[src/source/mbox_consts.svh]
// mailbox sizes and APB register offsets, included by RTL, package and testbench
`ifndef MBOX_CONSTS_SVH
`define MBOX_CONSTS_SVH

//////////////////////////////////////////////////////////////////////
// queue geometry
//////////////////////////////////////////////////////////////////////

// width of one queued word, also the APB data width
`define MBOX_DATA_W 32

// queue entries, power of two so the pointers wrap on their own
`define MBOX_DEPTH 16

// fill level, one bit over the RAM address so 16 fits
`define MBOX_LEVEL_W 5

//////////////////////////////////////////////////////////////////////
// APB register map
//////////////////////////////////////////////////////////////////////

// APB address bits seen by the slave
`define MBOX_APB_ADDR_W 8

// byte offsets of the four registers
`define MBOX_ADDR_DATA 4'h0
`define MBOX_ADDR_STATUS 4'h4
`define MBOX_ADDR_THRESH 4'h8
`define MBOX_ADDR_CTRL 4'hC

// almost-full threshold after reset
`define MBOX_THRESH_RESET 5'd12

`endif
[src/source/mbox_pkg.sv]
// shared mailbox types, imported by the register block, the queue and the testbench
`include "mbox_consts.svh"

package mbox_pkg;

    //////////////////////////////////////////////////////////////////////
    // register offsets
    //////////////////////////////////////////////////////////////////////

    // values follow the byte offsets in the consts header
    typedef enum logic [3:0] {
        REG_DATA   = `MBOX_ADDR_DATA,
        REG_STATUS = `MBOX_ADDR_STATUS,
        REG_THRESH = `MBOX_ADDR_THRESH,
        REG_CTRL   = `MBOX_ADDR_CTRL
    } reg_addr_e;

    //////////////////////////////////////////////////////////////////////
    // stream output stage
    //////////////////////////////////////////////////////////////////////

    // idle: nothing loaded
    // fetch: word just read out of the RAM, first cycle on the port
    // hold: word stalled by the consumer for one cycle or more
    typedef enum logic [1:0] {
        OUT_IDLE  = 2'd0,
        OUT_FETCH = 2'd1,
        OUT_HOLD  = 2'd2
    } out_state_e;

    // fill level, 0 up to MBOX_DEPTH
    typedef logic [`MBOX_LEVEL_W-1:0] level_t;

endpackage

[src/source/mbox_push_if.sv]
// push path and queue status between the APB register block and the queue controller
`timescale 1ns/1ps
`include "mbox_consts.svh"

interface mbox_push_if;
    import mbox_pkg::*;

    // one-cycle write request from the APB side
    logic push;
    logic [`MBOX_DATA_W-1:0] push_data;

    // queue state seen by the register block
    level_t level;
    logic full;
    // pulse, push hit a full queue and was dropped
    logic overflow;

    // register block side
    modport regs (
        output push,
        output push_data,
        input  level,
        input  full,
        input  overflow
    );

    // queue controller side
    modport queue (
        input  push,
        input  push_data,
        output level,
        output full,
        output overflow
    );

endinterface

[src/source/mbox_top.sv]
// mailbox top level: APB3 slave in, valid/ready stream out, almost-full interrupt
`timescale 1ns/1ps
`include "mbox_consts.svh"

module mbox_top (
    input  logic clk,
    input  logic rst_n,

    // APB3 slave
    input  logic [`MBOX_APB_ADDR_W-1:0] paddr,
    input  logic psel,
    input  logic penable,
    input  logic pwrite,
    input  logic [`MBOX_DATA_W-1:0] pwdata,
    output logic [`MBOX_DATA_W-1:0] prdata,
    output logic pready,
    output logic pslverr,

    // stream to the consumer
    output logic m_valid,
    output logic [`MBOX_DATA_W-1:0] m_data,
    input  logic m_ready,

    output logic irq
);

    // push path and queue status
    mbox_push_if push_bus ();

    mbox_apb_regs regs_inst (
        .clk(clk),
        .rst_n(rst_n),
        .paddr(paddr),
        .psel(psel),
        .penable(penable),
        .pwrite(pwrite),
        .pwdata(pwdata),
        .prdata(prdata),
        .pready(pready),
        .pslverr(pslverr),
        .push_bus(push_bus.regs),
        .irq(irq)
    );

    mbox_queue_ctrl queue_inst (
        .clk(clk),
        .rst_n(rst_n),
        .push_bus(push_bus.queue),
        .m_valid(m_valid),
        .m_data(m_data),
        .m_ready(m_ready)
    );

endmodule

[src/source/mbox_apb_regs.sv]
// APB3 slave for the mailbox: data push, status, threshold and control registers, irq
`timescale 1ns/1ps
`include "mbox_consts.svh"

module mbox_apb_regs (
    input  logic clk,
    input  logic rst_n,

    // APB3 slave
    input  logic [`MBOX_APB_ADDR_W-1:0] paddr,
    input  logic psel,
    input  logic penable,
    input  logic pwrite,
    input  logic [`MBOX_DATA_W-1:0] pwdata,
    output logic [`MBOX_DATA_W-1:0] prdata,
    output logic pready,
    output logic pslverr,

    // towards the queue controller
    mbox_push_if.regs push_bus,

    output logic irq
);
    import mbox_pkg::*;

    reg_addr_e reg_sel;
    level_t thresh;
    logic irq_en;
    logic ovf_flag;

    logic addr_ok;
    logic access_start;
    logic wr_ok;
    logic [`MBOX_DATA_W-1:0] rd_word;

    //////////////////////////////////////////////////////////////////////
    // decode
    //////////////////////////////////////////////////////////////////////

    assign reg_sel = reg_addr_e'(paddr[3:0]);

    always_comb
    begin
        addr_ok = 1'b0;
        rd_word = '0;
        // upper address bits must be clear
        if (paddr[`MBOX_APB_ADDR_W-1:4] == '0)
        begin
            case (reg_sel)
                // write only
                REG_DATA: addr_ok = pwrite;
                REG_STATUS:
                begin
                    addr_ok = 1'b1;
                    rd_word[`MBOX_LEVEL_W-1:0] = push_bus.level;
                    rd_word[8]  = (push_bus.level == '0);
                    rd_word[9]  = push_bus.full;
                    rd_word[10] = ovf_flag;
                end
                REG_THRESH:
                begin
                    addr_ok = 1'b1;
                    rd_word[`MBOX_LEVEL_W-1:0] = thresh;
                end
                REG_CTRL:
                begin
                    addr_ok = 1'b1;
                    // bit 0 is write-1-to-clear, reads zero
                    rd_word[1] = irq_en;
                end
                default: addr_ok = 1'b0;
            endcase
        end
    end

    //////////////////////////////////////////////////////////////////////
    // handshake, one wait state
    //////////////////////////////////////////////////////////////////////

    // first access cycle only
    assign access_start = psel && penable && !pready;

    always_ff @(posedge clk or negedge rst_n)
    begin
        if (!rst_n)
        begin
            pready  <= 1'b0;
            pslverr <= 1'b0;
        end
        else
        begin
            pready  <= access_start;
            pslverr <= access_start && !addr_ok;
        end
    end

    // read data sampled alongside pready
    always_ff @(posedge clk)
    begin
        if (access_start && !pwrite)
        begin
            prdata <= rd_word;
        end
    end

    // writes land in the completion cycle
    assign wr_ok = pready && pwrite && !pslverr;

    assign push_bus.push      = wr_ok && (reg_sel == REG_DATA);
    assign push_bus.push_data = pwdata;

    //////////////////////////////////////////////////////////////////////
    // config, sticky overflow, irq
    //////////////////////////////////////////////////////////////////////

    always_ff @(posedge clk or negedge rst_n)
    begin
        if (!rst_n)
        begin
            thresh   <= `MBOX_THRESH_RESET;
            irq_en   <= 1'b0;
            ovf_flag <= 1'b0;
            irq      <= 1'b0;
        end
        else
        begin
            if (wr_ok && (reg_sel == REG_THRESH))
            begin
                thresh <= pwdata[`MBOX_LEVEL_W-1:0];
            end
            if (wr_ok && (reg_sel == REG_CTRL))
            begin
                irq_en <= pwdata[1];
            end
            // a new overflow beats a clear in the same cycle
            if (push_bus.overflow)
            begin
                ovf_flag <= 1'b1;
            end
            else if (wr_ok && (reg_sel == REG_CTRL) && pwdata[0])
            begin
                ovf_flag <= 1'b0;
            end
            irq <= irq_en && ((push_bus.level >= thresh) || ovf_flag);
        end
    end

    // completion only inside a live access phase
    a_pready_in_access : assert property (@(posedge clk) disable iff (!rst_n)
        pready |-> psel && penable);

endmodule

[src/source/mbox_queue_ctrl.sv]
// queue controller holding pointers, fill level, overflow detect and the prefetching stream output for the mailbox top
`timescale 1ns/1ps
`include "mbox_consts.svh"

module mbox_queue_ctrl (
    input  logic clk,
    input  logic rst_n,

    // push requests in, status out
    mbox_push_if.queue push_bus,

    // stream output
    output logic m_valid,
    output logic [`MBOX_DATA_W-1:0] m_data,
    input  logic m_ready
);
    import mbox_pkg::*;

    localparam int ptr_w = $clog2(`MBOX_DEPTH);

    logic [ptr_w-1:0] wr_ptr;
    logic [ptr_w-1:0] rd_ptr;
    level_t level;
    out_state_e state;
    out_state_e state_next;

    logic full;
    logic push_ok;
    logic pop;
    logic ren;

    //////////////////////////////////////////////////////////////////////
    // push side
    //////////////////////////////////////////////////////////////////////

    assign full    = (level == level_t'(`MBOX_DEPTH));
    // a push into a full queue is dropped here
    assign push_ok = push_bus.push && !full;

    assign push_bus.level    = level;
    assign push_bus.full     = full;
    assign push_bus.overflow = push_bus.push && full;

    // word on the port counts in level until it is taken
    assign pop = m_valid && m_ready;

    always_ff @(posedge clk or negedge rst_n)
    begin
        if (!rst_n)
        begin
            wr_ptr <= '0;
            rd_ptr <= '0;
            level  <= '0;
        end
        else
        begin
            if (push_ok)
            begin
                wr_ptr <= wr_ptr + ptr_w'(1);
            end
            // read pointer follows the fetches, not the pops
            if (ren)
            begin
                rd_ptr <= rd_ptr + ptr_w'(1);
            end
            case ({push_ok, pop})
                2'b10: level <= level + level_t'(1);
                2'b01: level <= level - level_t'(1);
                default: level <= level;
            endcase
        end
    end

    //////////////////////////////////////////////////////////////////////
    // output stage
    //////////////////////////////////////////////////////////////////////

    always_comb
    begin
        state_next = state;
        ren        = 1'b0;
        case (state)
            OUT_IDLE:
            begin
                // free stage fetches the head as soon as one is queued
                if (level != '0)
                begin
                    ren        = 1'b1;
                    state_next = OUT_FETCH;
                end
            end
            OUT_FETCH, OUT_HOLD:
            begin
                if (m_ready)
                begin
                    // refetch on the transfer cycle for one word per cycle
                    // taken word still counts in level so more than one is needed
                    if (level > level_t'(1))
                    begin
                        ren        = 1'b1;
                        state_next = OUT_FETCH;
                    end
                    else
                    begin
                        state_next = OUT_IDLE;
                    end
                end
                else
                begin
                    state_next = OUT_HOLD;
                end
            end
            default: state_next = OUT_IDLE;
        endcase
    end

    always_ff @(posedge clk or negedge rst_n)
    begin
        if (!rst_n)
        begin
            state <= OUT_IDLE;
        end
        else
        begin
            state <= state_next;
        end
    end

    assign m_valid = (state != OUT_IDLE);

    // output register of the RAM is the stream data register
    dram_simple_dual_port #(
        .mem_width(`MBOX_DATA_W),
        .mem_depth(`MBOX_DEPTH),
        .use_output_register(1'b1)
    ) ram_inst (
        .clk(clk),
        .rst_n(rst_n),
        .wen_a(push_ok),
        .addr_a(wr_ptr),
        .din_a(push_bus.push_data),
        .ren_b(ren),
        .addr_b(rd_ptr),
        .dout_b(m_data)
    );

    //////////////////////////////////////////////////////////////////////
    // checks
    //////////////////////////////////////////////////////////////////////

    // level bounded by the queue size across any push/pop mix
    a_level_max : assert property (@(posedge clk) disable iff (!rst_n)
        level <= level_t'(`MBOX_DEPTH));

    // stalled word neither drops nor changes
    a_hold_stable : assert property (@(posedge clk) disable iff (!rst_n)
        m_valid && !m_ready |=> m_valid && $stable(m_data));

endmodule

[src/source/dram_simple_dual_port.sv]
// simple dual-port distributed RAM, one write port and one read port, optional output register
`timescale 1ns/1ps

module dram_simple_dual_port #(
    parameter int mem_width = 24,
    parameter int mem_depth = 32,
    parameter bit use_output_register = 1'b1
) (
    input  logic clk,
    input  logic rst_n,

    // write port
    input  logic wen_a,
    input  logic [$clog2(mem_depth)-1:0] addr_a,
    input  logic [mem_width-1:0] din_a,

    // read port
    input  logic ren_b,
    input  logic [$clog2(mem_depth)-1:0] addr_b,
    output logic [mem_width-1:0] dout_b
);

    // storage, small enough to land in LUT RAM
    logic [mem_width-1:0] mem [mem_depth];

    //////////////////////////////////////////////////////////////////////
    // write port
    //////////////////////////////////////////////////////////////////////

    always_ff @(posedge clk)
    begin
        if (wen_a)
        begin
            mem[addr_a] <= din_a;
        end
    end

    //////////////////////////////////////////////////////////////////////
    // read port
    //////////////////////////////////////////////////////////////////////

    generate
        if (use_output_register)
        begin : g_reg_out
            // latency 1, loads only when asked, keeps the word otherwise
            always_ff @(posedge clk or negedge rst_n)
            begin
                if (!rst_n)
                begin
                    dout_b <= '0;
                end
                else if (ren_b)
                begin
                    dout_b <= mem[addr_b];
                end
            end
        end
        else
        begin : g_comb_out
            // async read straight off the array
            assign dout_b = mem[addr_b];
        end
    endgenerate

endmodule

[config.mk]
export PLATFORM = sky130hd
export DESIGN_NAME = mbox_top
export DESIGN_NICKNAME = d
export VERILOG_FILES = /design/src/source/mbox_pkg.sv /design/src/source/mbox_push_if.sv /design/src/source/mbox_top.sv /design/src/source/mbox_apb_regs.sv /design/src/source/mbox_queue_ctrl.sv /design/src/source/dram_simple_dual_port.sv
export VERILOG_INCLUDE_DIRS = /design/src /design/src/source
export SDC_FILE = /design/constraint.sdc
export NUM_CORES = 1
export LEC_CHECK = 0
export BUFFER_PORTS_ARGS = -buffer_cell sky130_fd_sc_hd__buf_2
export CAP_MARGIN = 0
export CORE_ASPECT_RATIO = 0.8
export CORE_MARGIN = 5
export CORE_UTILIZATION = 50
export CTS_CLUSTER_SIZE = 40
export DETAILED_ROUTE_END_ITERATION = 12
export PLACE_DENSITY = 0.7
export SYNTH_ARGS = -nofsm -noshare
export SYNTH_HDL_FRONTEND = slang
export SYNTH_SLANG_ARGS = --single-unit
[constraint.sdc]
create_clock -name clk -period 7 [get_ports clk]
set_input_delay 1.05 -clock clk [delete_from_list [all_inputs] [get_ports clk]]
set_output_delay 1.05 -clock clk [all_outputs]
set_load 0.02 [all_outputs]
* Yosys cells after proc, flatten, opt, wreduce, memory -nomap -nowiden
Memories as Yosys holds them, arrays and structs flattened. A register that Yosys moved wholly into a read port is not among the register bits. Cells that the tools add are included.
Storage, ports and cells: register bits 33, RAM bits 512, logic and storage cells 78, memories kept 1
Operators by class: add/subtract/negate cells 4, order comparisons 2, equality and inequality tests 9, multiplexer cells 18, reduce and logical (&&, ||, !) cells 32
Memory list:
- queue_inst.ram_inst.mem | words 16, bits a word 32, read ports 1, clocked after memory_dff 1, wr ports 1, RTL line dram_simple_dual_port.sv:24 | logic [mem_width-1:0] mem [mem_depth];
Operators with widths (number):
- 1-bit logical AND | 14
- 5-bit one-hot mux with 2 select lines | 1
- 1-bit two-way mux | 9
- 4-bit by 1-bit adder with 4-bit output (second input constant) | 2
- 4-bit equality test (second input constant) | 2
- 4-bit zero test | 2
- 1-bit zero test | 6
- 1-bit one-hot mux with 2 select lines | 3
- 3-bit one-hot mux with 2 select lines | 1
- 2-bit nonzero test | 3
- 5-bit by 1-bit adder with 5-bit output (second input constant) | 1
- 5-bit equality test (second input constant) | 1
- 5-bit greater-or-equal comparator | 1
- 5-bit by 1-bit greater-than comparator with 1-bit output (second input constant) | 1
- 5-bit zero test | 1
- 5-bit nonzero test | 1
- 5-bit by 1-bit subtractor with 5-bit output (second input constant) | 1
- 2-bit by 1-bit equality test with 1-bit output (second input constant) | 2
- 2-bit equality test (second input constant) | 2
- 4-bit by 3-bit equality test with 1-bit output (second input constant) | 1
- 2-bit two-way mux | 2
- 2-bit one-hot mux with 2 select lines | 1
- 1-bit one-hot mux with 3 select lines | 1
- 3-bit OR reduction | 1
- other kinds (5) | 5

* Longest topological paths before layout
Gate-level depths: netlist of the first run.
word-level depth 6, depth in mapped cells 11

* Cells and area by module
From an unflattened synthesis of the first run, not the netlist that was laid out.
Second synthesis, totals: cells, all modules 1094, area, all modules 23004.6 µm²
By module, submodules not included:
- dram_simple_dual_port | times used 1, cells each 876, area each 20786.2 µm², sequential area each 16175.5 µm²
- mbox_apb_regs | times used 1, cells each 138, area each 1340.0 µm², sequential area each 493.0 µm²
- mbox_queue_ctrl | times used 1, cells each 80, area each 878.3 µm², sequential area each 375.4 µm²

* Worst setup path after synthesis of the first run
Ideal clock, no wire load.
kind input -> register, start point in pwrite, end point mem queue_inst.ram_inst.mem[3][0] (netlist name) (enable), setup time 0.461 ns, arrival time 4.066 ns, slack 2.473 ns, cell stages on the path 6, path buffers 1, cells stage by stage and3b_1 -> nand3_1 -> nor2b_1 -> clkbuf_1 -> nand2_1 -> nor3_1
Between the ends: word-level cells in the longest chain between the ends 6
Ends and longest elaborated chain:
- start, declared | RTL line mbox_top.sv:13 | input logic pwrite,
- 1-bit logical AND (2 in a row) | RTL line mbox_apb_regs.sv:107 | assign wr_ok = pready && pwrite && !pslverr;
- 1-bit logical AND | RTL line mbox_apb_regs.sv:109 | assign push_bus.push = wr_ok && (reg_sel == REG_DATA);
- 1-bit logical AND | RTL line mbox_queue_ctrl.sv:38 | assign push_ok = push_bus.push && !full;
- 1-bit two-way mux | RTL line dram_simple_dual_port.sv:32 | if (wen_a)
- 1-bit two-way mux (not written as such) | RTL line dram_simple_dual_port.sv:34 | mem[addr_a] <= din_a;
- end, declared | RTL line dram_simple_dual_port.sv:24
Every way passes these cells.

* Worst setup path after layout of the first run
start point reg queue_inst.level[1] (netlist: queue_inst.push_bus.level[1]), end point mem queue_inst.ram_inst.mem[7][14] (netlist name) (enable)
Between the ends: word-level cells in the longest chain between the ends 5
Ends and longest elaborated chain:
- start, declared | RTL line mbox_queue_ctrl.sv:23 | level_t level;
- start signal, assigned | RTL line mbox_queue_ctrl.sv:67 | 2'b10: level <= level + level_t'(1);
- start signal, assigned | RTL line mbox_queue_ctrl.sv:68 | 2'b01: level <= level - level_t'(1);
- start signal, assigned | RTL line mbox_queue_ctrl.sv:69 | default: level <= level;
- 5-bit equality test | RTL line mbox_queue_ctrl.sv:36 | assign full = (level == level_t'(`MBOX_DEPTH));
- 1-bit zero test | RTL line mbox_queue_ctrl.sv:38
- 1-bit logical AND | RTL line mbox_queue_ctrl.sv:38
- 1-bit two-way mux | RTL line dram_simple_dual_port.sv:32
- 1-bit two-way mux (not written as such) | RTL line dram_simple_dual_port.sv:34
Every way passes these cells.

==> results.json, run 1 <==
{
  "status": "completed",
  "grt_pass1_vias": 10900,
  "synthTopCellsByArea": "edfxtp_1, mux4_2, dfrtp_1",
  "fin_total_pwr_mw": 9.63,
  "cts_buffer_depth": 3,
  "wl_met3_mm": 2.64,
  "tightest_slew_ns": 1.21,
  "finalMaxSlewViolations": 0,
  "wirelength_met1_mm": 19.6,
  "r2r-end": "queue_inst.ram_inst.mem[7][14]",
  "p_leak_nw": 8.49,
  "worstPathRequired_ns": 7.18,
  "rsz0062_at_grt": "false",
  "peakVddDrop_v": 0.000658,
  "finalSetupViolCount": 0,
  "slowest_delay_ns": 1.01,
  "crit_type": "reg2reg",
  "synth_top_family_by_area": "multiplexers",
  "cts_root_buffer": "clkbuf_16",
  "synthXorXnorAreaFrac_pct": 0.429,
  "fin_setup_tns_ns": 0,
  "holdCritStartpoint": "queue_inst.ram_inst.dout_b[31]",
  "synth_area_leader_cell": "edfxtp_1",
  "synth_compound_area_share_pct": 2.85,
  "synth.mux.area_fraction_pct": 15.3,
  "clock_latency_ns": 0.58,
  "cts_resized": 0,
  "dieHeight_microns": 200,
  "core-area_sq_um": 44500,
  "cp_cell_sequence": "inv_1 -> ha_1 -> nand3_1 -> nor2b_1 -> nand2_1 -> nor2_4",
  "yosysSeqAreaShare_pct": 75.9,
  "yosysWarnings": 0,
  "rrSetupSlack_ns": 3.57,
  "cts_hold_buffers": 0,
  "slew_headroom_pct": 19.5,
  "hold_path.class": "reg2reg",
  "detail-route-antenna-nets": 0,
  "cts-htree-levels": 2,
  "layout_commonest_cell": "edfxtp_1",
  "rr_worst_depth": 6,
  "fin_crit_sh_pct": 49.0,
  "final_cell_count_no_fill": 1816,
  "overflow": 0,
  "worstSetupEndpointType": "flop",
  "cp_max_fo": 32,
  "drt_iter0_drc": 1039,
  "vias": 10400,
  "synth_edf_count": 520,
  "num_antenna_cells": 0,
  "synth_area_sq_um": 22500,
  "path_clk_slew_ns": 0.06,
  "synth-main-ff-cell": "edfxtp_1",
  "crit_path_start_kind": "flop",
  "synth-simple-area-share_pct": 2.23,
  "dp_hpwl_mm": 24.3,
  "antenna_found_initial": 0,
  "cts_made_buffers": 54,
  "fmax_ghz": 0.292,
  "fin_skew_ns": 0.0169,
  "synthArstFlopShare_pct": 9.88,
  "ys_types": 43,
  "cts_tree": "yes",
  "maxCapViolations": 0,
  "power_density_nw_per_um2": 381,
  "dr.max_layer_used": "met4",
  "gp_congestion": 0.766,
  "syn_to_final_growth_pct": 12.6,
  "layout-drive-gt1-share_pct": 30.6,
  "holdPathEnd": "queue_inst.ram_inst.dout_b[31]",
  "start_util_pct": 50.5,
  "synth_cells": 1060,
  "fp.dieW_microns": 247,
  "postCtsSetupRepairBufs": 0,
  "worstPathArrival_ns": 3.61,
  "die_area_sq_um": 49300,
  "wl_mm": 44.4,
  "avgRoutedWirePerCell_microns": 24.4,
  "hold_depth": 1,
  "grt_pass1_wl_mm": 68.1,
  "hold_viol": 0,
  "drc": 0,
  "final_nets": 1231,
  "firstDrtPassIters": 7,
  "avgSynthCellArea_sq_um": 21.2,
  "via_per_inst": 5.72,
  "min_period_ns": 3.43,
  "grt_max_degree": 132,
  "track_usage_pct": 18.3,
  "stdcell_area_sq_um": 25300,
  "portBuffers": 89,
  "final_cell_mix": "edfxtp_1, mux4_2, buf_2",
  "io-pin-count": 114,
  "wl_met2_mm": 21.4,
  "synth_fa_ha_area_share_pct": 0.947,
  "netlist.area_leader.share_pct": 69.5,
  "synth_seq_cells": 577,
  "clock_sinks": 577,
  "place_area_sq_um": 23600,
  "place_inst": 1715,
  "r2r_start": "queue_inst.push_bus.level[1]",
  "rows": 69,
  "crit_slowest_cell": "nor2_4"
}
==> report_power, final <==
group	switching (mW)	leakage [nW]	internal [mW]
clock network	1.21	0.841	1.67
logic	1.34	2.29	1.31
registers	0.192	5.36	3.91
==> synth_stat cells (all sizes together), types with 2 or more instances <==
cell	count
nor2	23
mux4	128
nor2b	7
dfrtp	55
o21ai	8
edfxtp	520
xor2	4
nand3	4
ha	17
a21oi	6
o31ai	3
inv	14
nand2b	3
mux2	39
nand2	49
clkbuf	24
buf	52
a22oi	65
nand4	3
a22o	3
and2	2
nor3	9
xnor2	7
dfstp	2
==> metal layers <==
metal	vias up	GRT usage [%]
met3	62	2.81
met5	-	0
li1	4512	-
met2	352	29.3
met4	0	4.23
met1	5463	27.1
==> critical path: cells and delay by family, from the launching register on <==
family                   cells  cell delay (ns)
flip-flops                   1             0.53
AND/OR/NAND/NOR              4             2.13
buffers and inverters        1             0.14
adder cells (fa/ha/maj)      1             0.21
==> layout make-up <==
class / count / area [sq um]
inverters: 14 / 52.6
fillers: 3292 / 19200
clock inverters: 27 / 253
well taps: 603 / 754
repair buffers: 105 / 593
flip-flops and latches: 577 / 17100
multi-input cells: 416 / 5110
clock buffers: 74 / 1490
==> stage by stage <==
stage	setup WS, ns	hold slack [ns]	util [%]
2_1_floorplan	2.47	0.479	-
3_3_place_gp	3.21	0.489	53.0
3_5_place_dp	3.14	0.489	53.0
4_1_cts	3.54	0.507	56.9
5_1_grt	3.29	0.514	56.9
6_report	3.57	0.500	56.9
==> state kept, by name (all words and copies together), names as in the netlist, 2 cells and up <==
register / count
queue_inst.state: 2
queue_inst.push_bus.level: 5
queue_inst.ram_inst.dout_b: 32
queue_inst.wr_ptr: 4
regs_inst.thresh: 5
regs_inst.prdata: 8
queue_inst.rd_ptr: 4
queue_inst.ram_inst.mem: 512
==> worst max-delay path by stage <==
stage               cells after the start                          from                        endpoint  slack, ns
floorplan                               6                        pwrite   queue_inst.ram_inst.mem[3][0]       2.47
global placement                        6                      paddr[1]  queue_inst.ram_inst.mem[7][10]       3.21
detailed placement                      6                      paddr[1]  queue_inst.ram_inst.mem[7][10]       3.14
CTS                                     6  queue_inst.push_bus.level[1]  queue_inst.ram_inst.mem[7][12]       3.54
global route                            6  queue_inst.push_bus.level[1]  queue_inst.ram_inst.mem[7][13]       3.29
finish                                  6  queue_inst.push_bus.level[1]  queue_inst.ram_inst.mem[7][14]       3.57
==> cells by family (layout without fill, tap and decap cells) <==
kind of cell    count (synthesis)  after routing
compound gates                 88             88
flops                         577            577
fa+ha+maj                      17             17
mux                           168            168
other cells                     1             24
xor+xnor                       11             11
buf+inv                        90            220
simple gates                  108            108
(Power assumes the default switching activity.)
==> run 2: changes to the inputs <==
==> constraint.sdc (replaced) <==
create_clock -name clk -period 3.2 [get_ports clk]
set_input_delay 0.48 -clock clk [delete_from_list [all_inputs] [get_ports clk]]
set_output_delay 0.48 -clock clk [all_outputs]
set_load 0.02 [all_outputs]
==> results.json, run 2 (synthesized netlist as in run 1, its figures left out) <==
{
  "status": "completed",
  "core-area_sq_um": 44500,
  "grt_pass1_wl_mm": 70.2,
  "gp_congestion": 0.766,
  "min_period_ns": 2.74,
  "final-seq-area_sq_um": 17100,
  "peakVddDrop_v": 0.000514,
  "layout-drive-gt1-share_pct": 33.8,
  "cts_tree": "yes",
  "cts-htree-levels": 2,
  "crit_path_start_kind": "flop",
  "avgRoutedWirePerCell_microns": 24.9,
  "fin_crit_sh_pct": 85.5,
  "cp_max_fo": 25,
  "use_met1_pct": 27.5,
  "layout_commonest_cell": "edfxtp_1",
  "finalSetupViolCount": 0,
  "track_usage_pct": 19.0,
  "p_leak_nw": 8.78,
  "final_cell_mix": "edfxtp_1, mux4_2, buf_2",
  "via_per_inst": 5.75,
  "final.fill_count": 3209,
  "clock_sinks": 577,
  "slowest_delay_ns": 0.46,
  "cts_buffer_depth": 3,
  "stdcell_area_sq_um": 25800,
  "multi_input_area_sq_um": 5130,
  "largest_reg_flops": 512,
  "postLayoutCoreUtil_pct": 58.1,
  "finalMaxSlewViolations": 0,
  "place_area_sq_um": 24000,
  "hold_viol": 0,
  "syn_to_final_growth_pct": 15.0,
  "drc": 0,
  "drt_iter0_drc": 871,
  "firstDrtPassIters": 5,
  "crit_slowest_cell": "dfrtp_1",
  "regMostFlops": "queue_inst.ram_inst.mem",
  "tightest_slew_ns": 0.925,
  "postCtsSetupRepairBufs": 0,
  "fp.dieW_microns": 247,
  "vias": 10700,
  "hold_path.class": "in2async",
  "largestRegisters": "queue_inst.ram_inst.mem (512), queue_inst.ram_inst.dout_b (32), regs_inst.prdata (8)",
  "antenna_found_initial": 0,
  "rows": 69,
  "clock_latency_ns": 0.58,
  "cts_hold_buffers": 0,
  "use_met3_pct": 3.37,
  "hold_ws_ns": 0.0470,
  "path_clk_slew_ns": 0.06,
  "cp_cell_sequence": "inv_1 -> ha_1 -> nand3_1 -> nor2b_1 -> nand2_1 -> nor2_4 -> buf_4",
  "worstSetupEndpointType": "flop",
  "fin_skew_ns": 0.0157,
  "maxCapViolations": 0,
  "place_inst": 1756,
  "slew_headroom_pct": 38.3,
  "worstPathRequired_ns": 3.43,
  "wl_mm": 46.2,
  "overflow": 0,
  "gr-usage-met2_pct": 31.1,
  "final_nets": 1273,
  "fmax_ghz": 0.366,
  "cts_resized": 0,
  "start_util_pct": 50.5,
  "io-pin-count": 114,
  "dp_hpwl_mm": 28.0,
  "grt_max_degree": 58,
  "worstPathArrival_ns": 2.96,
  "cts_root_buffer": "clkbuf_16",
  "num_antenna_cells": 0,
  "fin_setup_tns_ns": 0,
  "final_cell_count_no_fill": 1857,
  "cts_made_buffers": 55,
  "rsz0062_at_grt": "false",
  "crit_type": "reg2reg",
  "portBuffers": 89,
  "dieHeight_microns": 200,
  "power_density_nw_per_um2": 837,
  "top_usage_layer": "met2",
  "detail-route-antenna-nets": 0,
  "die_area_sq_um": 49300,
  "grt_pass1_vias": 11300
}
[run 2: changes by cell type in the layout (fill, tap and decap cells not counted)]
cell       previous run  this run
buf_12                2        13
buf_4                15        45
bufinv_16             5         4
clkbuf_1             17        12
clkbuf_8              0         7
clkinv_1             13         6
clkinv_2              6        11
clkinv_4              1         0
inv_6                 0         1
inv_8                 0         1
nor3_2                4         0
nor3_4                0         4
[run 2: final cells by class]
cell class	count	area share, %
sequential	577	66.0
multi-input combinational	416	19.9
clock buffer	76	6.07
timing repair buffer	146	4.02
tap	603	2.92
clock inverter	25	0.901
inverter	14	0.203
[run 2: metrics by stage]
step | setup WS, ns | total power, mW
floorplan | -0.00987 | 13.6
global placement | 0.536 | 15.4
detailed placement | 0.507 | 15.5
CTS | 0.458 | 21.9
global route | 0.344 | 22.6
finish | 0.465 | 21.6
[run 2: path summary, 6_finish.rpt]
| kind | from | end | slack (ns) | cells after the start |
|---|---|---|---|---|
| max in group asynchronous | rst_n | queue_inst.rd_ptr[0] | 2.45 | 1 |
| worst max-delay path | queue_inst.push_bus.level[0] | queue_inst.ram_inst.mem[7][8] | 0.46 | 7 |
| worst min-delay path | rst_n | queue_inst.ram_inst.dout_b[1] | 0.05 | 1 |
| worst min register to register | queue_inst.ram_inst.dout_b[14] | queue_inst.ram_inst.dout_b[14] | 0.50 | 1 |
| worst max register to register | queue_inst.push_bus.level[0] | queue_inst.ram_inst.mem[7][8] | 0.46 | 7 |
| min in group clk | pwrite | regs_inst.pslverr | 0.20 | 3 |
[run 2: per-layer routing]
layer,share of wire (%),vias to the layer above
met2,49,310
li1,-,4594
met5,0,-
met1,44,5715
met4,1.4,0
met3,5.4,64
[run 2: where the power goes]
| part | leakage, nW | switching, mW | internal (mW) |
|---|---|---|---|
| registers | 5.36 | 0.480 | 8.55 |
| logic | 2.53 | 3.01 | 3.17 |
| clock network | 0.887 | 2.67 | 3.74 |
[run 2: critical path, delay by kind of cell, from the launching register on]
kind | cells | cell delay, ns
AND/OR/NAND/NOR | 4 | 1.14
adder cells (fa/ha/maj) | 1 | 0.22
flip-flops | 1 | 0.46
buffers and inverters | 2 | 0.53
